**config.mk**
```make
export PLATFORM = sky130hd
export DESIGN_NAME = cache_cntrl
export DESIGN_NICKNAME = d
export VERILOG_FILES = /design/src/hdl/cache_pkg.sv /design/src/hdl/cache_cntrl.sv
export SDC_FILE = /design/constraint.sdc
export NUM_CORES = 1
export LEC_CHECK = 0
export ABC_AREA = 1
export BUFFER_PORTS_ARGS = -buffer_cell sky130_fd_sc_hd__buf_2
export CAP_MARGIN = 20
export CORE_MARGIN = 2
export CORE_UTILIZATION = 30
export CTS_CLUSTER_DIAMETER = 150
export DETAILED_ROUTE_END_ITERATION = 8
export PLACE_DENSITY = 0.62
export RECOVER_POWER = 50
export SLEW_MARGIN = 30
export SYNTH_ARGS = -nofsm -noshare
export SYNTH_HDL_FRONTEND = slang
export SYNTH_SLANG_ARGS = --single-unit
```
**constraint.sdc**
```tcl
create_clock -name clk -period 3.95 [get_ports clk]
set_input_delay 0 -clock clk [delete_from_list [all_inputs] [get_ports clk]]
set_output_delay 0 -clock clk [all_outputs]
set_load 0.03 [all_outputs]
```
**src/hdl/cache_pkg.sv**
```systemverilog
`default_nettype none

package cache_pkg;

    // ************************************************************
    // Geometry
    // ************************************************************
    localparam int word_w     = 16;     // Data word and byte address
    localparam int tag_w      = 5;
    localparam int idx_w      = 8;
    localparam int off_w      = 3;      // Byte offset within a line
    localparam int line_words = 4;
    localparam int num_lines  = 256;
    localparam int mem_words  = 32768;
    localparam int mem_lat    = 2;      // Read latency in cycles

    typedef struct packed {
        logic [tag_w-1:0] tag;
        logic [idx_w-1:0] idx;
        logic [off_w-1:0] off;
    } addr_fields_t;

    // Flat word for memory, fields for the array
    typedef union packed {
        logic [word_w-1:0] word;
        addr_fields_t      fields;
    } cache_addr_t;

    typedef enum logic [3:0] {
        idle, comp_rd, comp_wr,
        wb_0, wb_1, wb_2, wb_3,                         // Old line back to memory
        fill_0, fill_1, fill_2, fill_3, fill_4, fill_5, // Line refill
        done_st
    } cntrl_state_t;

endpackage

`default_nettype wire

```
**src/hdl/cache_cntrl.sv**
```systemverilog
`default_nettype none

module cache_cntrl (
    input  wire                           clk,
    input  wire                           rst_n,
    input  wire                           rd,
    input  wire                           wr,
    input  wire  cache_pkg::cache_addr_t  addr,
    input  wire  [cache_pkg::word_w-1:0]  data_in,
    input  wire                           hit_cache,
    input  wire                           dirty_cache,
    input  wire                           valid_cache,
    input  wire  [cache_pkg::tag_w-1:0]   tag_out,
    input  wire  [cache_pkg::word_w-1:0]  data_out_cache,
    input  wire  [cache_pkg::word_w-1:0]  data_out_mem,
    output logic                          enable_cntrl,
    output logic                          comp_cntrl,
    output logic                          write_cntrl,
    output logic                          valid_cntrl,
    output logic [cache_pkg::idx_w-1:0]   idx_cntrl,
    output logic [cache_pkg::off_w-1:0]   offset_cntrl,
    output logic [cache_pkg::tag_w-1:0]   tag_cntrl,
    output logic [cache_pkg::word_w-1:0]  data_in_cntrl,
    output logic [cache_pkg::word_w-1:0]  addr_in_mem,
    output logic [cache_pkg::word_w-1:0]  data_in_mem,
    output logic                          wrt_mem,
    output logic                          rd_mem,
    output logic [cache_pkg::word_w-1:0]  data_out,
    output logic                          done,
    output logic                          stall,
    output logic                          cache_hit
);
    import cache_pkg::*;

    cntrl_state_t      state;
    cntrl_state_t      nxt_state;
    logic              hit_q;
    logic              write_q;
    logic              read_q;
    logic [word_w-1:0] data_q;
    logic [off_w-2:0]  mem_word;     // Word on the memory port
    logic [off_w-2:0]  inst_word;    // Word being installed
    logic [off_w-2:0]  req_word;
    logic              in_comp;
    logic              in_wb;
    logic              in_fill_rd;
    logic              in_fill_wr;
    logic              last_fill;
    logic              req_slot;

    // Builds a word-aligned line address through the field view
    function automatic cache_addr_t line_addr(input logic [tag_w-1:0] tag,
                                              input logic [idx_w-1:0] idx,
                                              input logic [off_w-2:0] word_sel);
        cache_addr_t a;
        a.fields.tag = tag;
        a.fields.idx = idx;
        a.fields.off = {word_sel, 1'b0};
        return a;
    endfunction

    // ************************************************************
    // State and request flags
    // ************************************************************
    always_ff @(posedge clk or negedge rst_n) begin
        if (!rst_n) begin
            state   <= idle;
            hit_q   <= 1'b0;
            write_q <= 1'b0;
            read_q  <= 1'b0;
        end else begin
            state <= nxt_state;
            if (state == idle) begin
                read_q  <= rd;
                write_q <= wr & ~rd;
            end
            if (in_comp)
                hit_q <= hit_cache;
        end
    end

    always_ff @(posedge clk) begin
        if (in_comp)
            data_q <= data_out_cache;                 // Hit data
        else if (in_fill_wr && read_q && req_slot)
            data_q <= data_out_mem;                   // Requested word on refill
    end

    // ************************************************************
    // Next state and word sequencing
    // ************************************************************
    always_comb begin
        nxt_state = idle;
        mem_word  = '0;
        inst_word = '0;
        case (state)
            idle: begin
                if (rd)
                    nxt_state = comp_rd;
                else if (wr)
                    nxt_state = comp_wr;
            end
            comp_rd, comp_wr: begin
                if (hit_cache)
                    nxt_state = done_st;
                else if (valid_cache && dirty_cache)
                    nxt_state = wb_0;
                else
                    nxt_state = fill_0;
            end
            wb_0: nxt_state = wb_1;
            wb_1: begin
                mem_word  = 2'd1;
                nxt_state = wb_2;
            end
            wb_2: begin
                mem_word  = 2'd2;
                nxt_state = wb_3;
            end
            wb_3: begin
                mem_word  = 2'd3;
                nxt_state = fill_0;
            end
            fill_0: nxt_state = fill_1;
            fill_1: begin
                mem_word  = 2'd1;
                nxt_state = fill_2;
            end
            fill_2: begin
                mem_word  = 2'd2;                     // First word returns here
                nxt_state = fill_3;
            end
            fill_3: begin
                mem_word  = 2'd3;
                inst_word = 2'd1;
                nxt_state = fill_4;
            end
            fill_4: begin
                inst_word = 2'd2;
                nxt_state = fill_5;
            end
            fill_5: begin
                inst_word = 2'd3;
                nxt_state = idle;
            end
            default: nxt_state = idle;                // done_st
        endcase
    end

    assign in_comp    = state inside {comp_rd, comp_wr};
    assign in_wb      = state inside {wb_0, wb_1, wb_2, wb_3};
    assign in_fill_rd = state inside {fill_0, fill_1, fill_2, fill_3};
    assign in_fill_wr = state inside {fill_2, fill_3, fill_4, fill_5};
    assign last_fill  = (state == fill_5);
    assign req_word   = addr.fields.off[off_w-1:1];   // Bit 0 ignored
    assign req_slot   = (req_word == inst_word);

    // ************************************************************
    // Array side
    // ************************************************************
    assign enable_cntrl = in_comp | in_wb | in_fill_wr;
    assign comp_cntrl   = in_comp | (last_fill & write_q);  // Last word leaves line dirty
    assign write_cntrl  = (state == comp_wr) | in_fill_wr;
    assign valid_cntrl  = in_fill_wr;
    assign idx_cntrl    = addr.fields.idx;
    assign tag_cntrl    = addr.fields.tag;
    assign offset_cntrl = in_comp ? addr.fields.off : {(in_wb ? mem_word : inst_word), 1'b0};
    assign data_in_cntrl = (in_fill_wr && !(write_q && req_slot)) ? data_out_mem : data_in;

    // Memory side
    assign addr_in_mem = line_addr(in_wb ? tag_out : addr.fields.tag,
                                   addr.fields.idx, mem_word).word;
    assign data_in_mem = data_out_cache;
    assign wrt_mem     = in_wb;
    assign rd_mem      = in_fill_rd;

    // Requester side
    assign done      = (state == done_st) | last_fill;
    assign stall     = (state != idle);
    assign cache_hit = done & hit_q;
    assign data_out  = (last_fill && read_q && req_slot) ? data_out_mem : data_q;

    // ************************************************************
    // Checks
    // ************************************************************
    a_rd_wr_excl: assert property (@(posedge clk) disable iff (!rst_n)
        !(rd && wr));

    a_done_pulse: assert property (@(posedge clk) disable iff (!rst_n)
        done |=> !done);

    a_state_legal: assert property (@(posedge clk) disable iff (!rst_n)
        !$isunknown(state) && (state <= done_st));

endmodule

`default_nettype wire

```
Word-level counts from Yosys, hierarchy flattened:

Cells that the tools add are included.
Widths: inputs -> output; s select.

* register bits after elaboration: 23
* output and inout port bits: 89

* equal/unequal tests: 14
* multiplexer cells: 14
* bitwise gates (word level): 9
* reduce and logical (&&, ||, !) cells: 19

Operators by type and width (number)
* $mux 16: 4
* $pmux 4 s11: 1
* $eq 4x4->1 const B: 6
* $eq 4x3->1 const B: 4
* $reduce_bool 4->1: 4
* $pmux 2 s3: 2
* $eq 4x2->1 const B: 2
* $reduce_or 2->1: 4
* $logic_and 1x1->1: 7
* $mux 2: 3
* $mux 3: 2
* $mux 5: 1
* $or 1x1->1: 5
* $eq 4x1->1 const B: 1
* $logic_not 4->1: 1
* $mux 4: 1
* $reduce_bool 2->1: 2
* $and 1x1->1: 3
* $eq 2x2->1: 1
* $logic_not 1->1: 1
* $not 1->1: 1

Longest topological paths before layout:

* depth in word-level cells: 7
* depth in mapped cells: 11

Worst setup path before layout:

No wires, ideal clock.

* kind: flip-flop to flip-flop
* from: register state[0]
* to: register data_q[0] (enable)
* library setup time: 0.411 ns
* arrival time: 2.243 ns
* path slack: 1.296 ns
* cell stages (with the launch flop): 8
* buffers on the path: 0
* clock period less this slack: 2.654 ns
* cells stage by stage: dfrtp_1 -> nor2_2 -> nand2_4 -> nand2_2 -> nand2_1 -> nand2_2 -> nand3_1 -> o21ai_0

* longest elaborated chain between the ends: 5
* elaborated cells between the ends (all ways): 13

Ends and longest elaborated chain
* start: declaration: line cache_cntrl.sv:35 `cntrl_state_t state;`
* start signal: assignment: line cache_cntrl.sv:67 `state <= idle;`
* start signal: assignment: line cache_cntrl.sv:72 `state <= nxt_state;`
* $eq 4x4->1, on equally long branches: line cache_cntrl.sv:96, cache_cntrl.sv:153
* $pmux 2 s3 / $reduce_bool 4->1 (equally long branches): line cache_cntrl.sv:96, cache_cntrl.sv:153
* $eq 2x2->1 / $logic_and 1x1->1 (equally long branches): line cache_cntrl.sv:156, cache_cntrl.sv:85
* $logic_and 1x1->1: line cache_cntrl.sv:85 `else if (in_fill_wr && read_q && req_slot)`
* $reduce_bool 2->1 (no line) *
* end signal: assignment: line cache_cntrl.sv:84 `data_q <= data_out_cache;`
* end signal: assignment: line cache_cntrl.sv:86 `data_q <= data_out_mem;`
* end: declaration: line cache_cntrl.sv:40 `logic [word_w-1:0] data_q;`

Mark *: on every way between the ends. The rest lies on a longest branch, timed or not.
A chain may end at the register's enable or synchronous reset.

Worst setup path in the final report:

* from: register state[3]
* to: output offset_cntrl[2] in the netlist's numbering

* longest elaborated chain between the ends: 5
* elaborated cells between the ends (all ways): 20

Ends and longest elaborated chain
* $eq 4x3->1 / $eq 4x4->1 (equally long branches): line cache_cntrl.sv:96, cache_cntrl.sv:151
* $reduce_or 2->1 (no line)
* $pmux 2 s3: line cache_cntrl.sv:96 `case (state)`
* $mux 2: line cache_cntrl.sv:167 `assign offset_cntrl = in_comp ? addr.fields.off : {(in_wb ? mem_word : inst_word), 1'b0};`
* $mux 3 *: line cache_cntrl.sv:167
* end: declaration: line cache_cntrl.sv:21 `output logic [cache_pkg::off_w-1:0] offset_cntrl,`

Marked as above.

==> reports/qor.yml <==
run_status:
  outcome: "finished, violations left"
  failing_checks: "capacitance limit, slew limit"
worst_setup_path:
  maximum_cell_stage_delay_along_the_critical_path_ns: 1.12
  cp.buffers_inverters: 3
  critical-path-top-cell-by-count: "sky130_fd_sc_hd__nor2_1"
  timing.critical_path.fanout_max: 39
  path_delay_family: "buffers and inverters"
  worst_ep_arrival_time_ns: 2.80
  critical_path.startpoint_type: "register"
  critPathSlowestCell: "sky130_fd_sc_hd__clkbuf_1"
  crit_path_start: "state[3]"
  critPathCaptureType: "output pin"
  worst_ep_required_time_ns: 3.95
  crit-reg2reg-launch: "state[3]"
  crit_path_cell_chain: "nor2_1 -> inv_1 -> nor2_1 -> clkbuf_1 -> a21oi_1 -> buf_2"
  crit_type: "register to output pin"
timing:
  layout_worst_path_cycle_share_pct: 70.85
  clock_skew_ns: 0.01010
  setup_tns_final_ns: 0
  max_freq_mhz: 357.3
  report.final.setup_viol: 0
  period_minus_slack_ns: 2.798
  timing.final.max_slew_violations: 40
  finalHoldViolCount: 0
  maxSlewHeadroom_pct: -1.244
  max_slew.worst_pin.slew_ns: 1.519
  rsz0062_at_grt: "no"
synth:
  synthesis.area_um2: 2033
  mappedNetlistNets: 372
  yosysUniqueCellTypes: 23
  synthTopCellsByArea: "sky130_fd_sc_hd__edfxtp_1 24%, sky130_fd_sc_hd__nand2_1 16%, sky130_fd_sc_hd__buf_4 14%"
  yosys_register_bits: 23
  synth_area_per_cell_um2: 6.869
  netlist_instances: 296
  yosysTopAreaCell: "sky130_fd_sc_hd__edfxtp_1"
  yosys_warnings: 0
  synth_sequential_area_ratio_pct: 32.25
  synth_largest_type_area_fraction_pct: 23.63
hold_path:
  hold_class: "primary input to output pin"
  hold_start: "addr[8]"
place:
  dpl.cell_count: 468
  gp_congestion: 0.7765
  place.port_buffers: 139
  place_hpwl_um: 4233
routing:
  drt-total-wl_um: 5338
  viasPerCell: 4.429
  drt-pass1-iter-count: 5
  drc: 0
  ant_nets: 0
  detail_routed_net_length_per_standard_cell_um: 11.24
  drt-initial-drc-count: 53
  route.vias.total: 2104
run:
  timing.max_cap.violations: 1
clock_network:
  path_clk_slew_ns: 0.08
  maximum_level_of_the_cts_h_tree: 1
  cts_inserted_buffers: 3
  cts.sinks: 23
  post-cts-setup-buffers: 0
  root_buffer: "sky130_fd_sc_hd__clkbuf_8"
  clock_latency_late_sink_ns: 0.26
  tritoncts: "yes"
  clk_path_buf_depth: 2
global_route:
  vias_in_the_first_global_route: 1912
  gr-total-overflow: 0
  largest_net_degree_at_the_start_of_global_routing: 40
  grt_use_met2_pct: 26.50
  grt_busiest_layer: "met2"
  antenna_violations_before_repair: 0
  global_route_track_usage_on_met1_pct: 15.17
  use_met3_pct: 2.857
  grt_pass1_wl_um: 8293
  grt.total_usage_pct: 13.94
layout:
  multi_input_area_um2: 902.1
  syn_to_final_growth_pct: 24.31
  share_of_layout_cells_above_drive_strength_1_pct: 34.18
  final.fill_count: 754
  final_net_count: 472
  diodes: 0
  seqCellArea_um2: 655.6
  layout.cells.non_filler: 475
die:
  die_height_um: 86.33
  floorplan.core_area_um2: 6681
  start_util_pct: 30.43
  ioPinCount: 165
  die_x_um: 86.33
  design.die.area_um2: 7452
  placement_rows: 30
power_and_ir_drop:
  cellPowerDensity_nw_per_um2: 802.9
  cellLeakagePower_nw: 1.358
  worst_ir_drop_vdd_mv: 0.3773
[kinds of logic after synthesis]
kind of cell | share of synthesized area (%)
AO/OA/AOI/OAI | 11.14
buffers and inverters | 23.57
flip-flops | 32.25
other | 0.1844
AND/OR/NAND/NOR | 32.86
[worst reg2reg max path: cells and delay by family, from the launching register on]
kind / cells / cell delay, ns
buffers and inverters: 2 / 1.22
and+or+nand+nor: 2 / 0.43
DFF: 1 / 0.43
AOI/OAI and AO/OA: 1 / 0.24
[synthesized netlist by cell type, drive strengths merged]
master	instances
a21oi	2
buf	46
clkbuf	2
conb	1
dfrtp	7
edfxtp	16
inv	35
nand2	101
nand3	24
nand3b	3
nor2	15
nor3	3
o21ai	41
[routing by layer]
| metal | share of wire [%] | wire (um) |
|---|---|---|
| met5 | 0 | 0 |
| met4 | 1.1 | 58 |
| met2 | 50 | 2659 |
| met1 | 41 | 2167 |
| met3 | 8.5 | 452 |
[per-stage QoR]
stage	utilization (%)	setup slack, ns	hold slack, ns	cell area (um^2)	total power, mW
final	37.83	1.152	0.00002130	2527	2.029
after global routing	37.83	0.8773	0.00007840	2527	2.206
after CTS	38.48	1.392	0.0003160	2571	2.073
after detailed placement	37.34	1.405	-0.1594	2495	1.920
after global placement	37.34	1.489	-0.1640	2495	1.909
after floorplan	-	1.296	-0.2956	2033	1.565
[area by class of cell]
class / instances / area share (%)
multi-input combinational: 190 / 35.69
inverter: 35 / 5.198
clock buffer: 3 / 1.634
clock inverter: 1 / 0.1980
sequential: 23 / 25.94
timing repair buffer: 143 / 27.38
tap: 80 / 3.960
[final timing paths]
path                                    to  slack, ns  depth (start not counted)
setup reg to reg                 data_q[8]       1.33                          5
max in group asynchronous            hit_q       3.51                          2
min in group asynchronous         state[1]       0.15                          2
hold reg to reg                      hit_q       0.56                          2
setup / recovery           offset_cntrl[2]       1.15                          6
hold / removal              addr_in_mem[8]    0.00002                          0
[placed cells by master, fill, tap and decap left out]
cell,n
sky130_fd_sc_hd__dfrtp_1,7
sky130_fd_sc_hd__a21oi_1,2
sky130_fd_sc_hd__nand3_2,1
sky130_fd_sc_hd__clkinv_2,1
sky130_fd_sc_hd__nor3_1,3
sky130_fd_sc_hd__buf_2,109
sky130_fd_sc_hd__o21ai_2,1
sky130_fd_sc_hd__inv_1,34
sky130_fd_sc_hd__clkbuf_1,31
sky130_fd_sc_hd__edfxtp_1,16
sky130_fd_sc_hd__o21ai_0,22
sky130_fd_sc_hd__nand3b_1,3
sky130_fd_sc_hd__nand3_4,1
sky130_fd_sc_hd__nand3_1,22
sky130_fd_sc_hd__dlygate4sd3_1,3
sky130_fd_sc_hd__nand2_1,85
sky130_fd_sc_hd__inv_2,1
sky130_fd_sc_hd__nor2_1,14
sky130_fd_sc_hd__o21ai_1,17
sky130_fd_sc_hd__nand2_2,13
sky130_fd_sc_hd__conb_1,1
sky130_fd_sc_hd__clkbuf_8,3
sky130_fd_sc_hd__o21ai_4,1
sky130_fd_sc_hd__nand2_4,3
sky130_fd_sc_hd__nor2_2,1
[where the power goes]
part	total, mW	switching [mW]	internal (mW)	leakage (nW)
combinational	1.44	1.07	0.372	1.10
clock	0.145	0.0747	0.0703	0.0255
sequential	0.445	0.0470	0.398	0.235
[what timing repair did]
item / CTS / global route
hold endpoints to repair: 10 / 0
endpoints found under the setup margin: 0 / 0
gates resized for setup: 0 / 0
hold buffers: 3 / 0
[state kept, by name (all words and copies together) (netlist names)]
name,count
data_q,16
state,4
write_q,1
read_q,1
hit_q,1
Power figures use the tool's default switching activity.
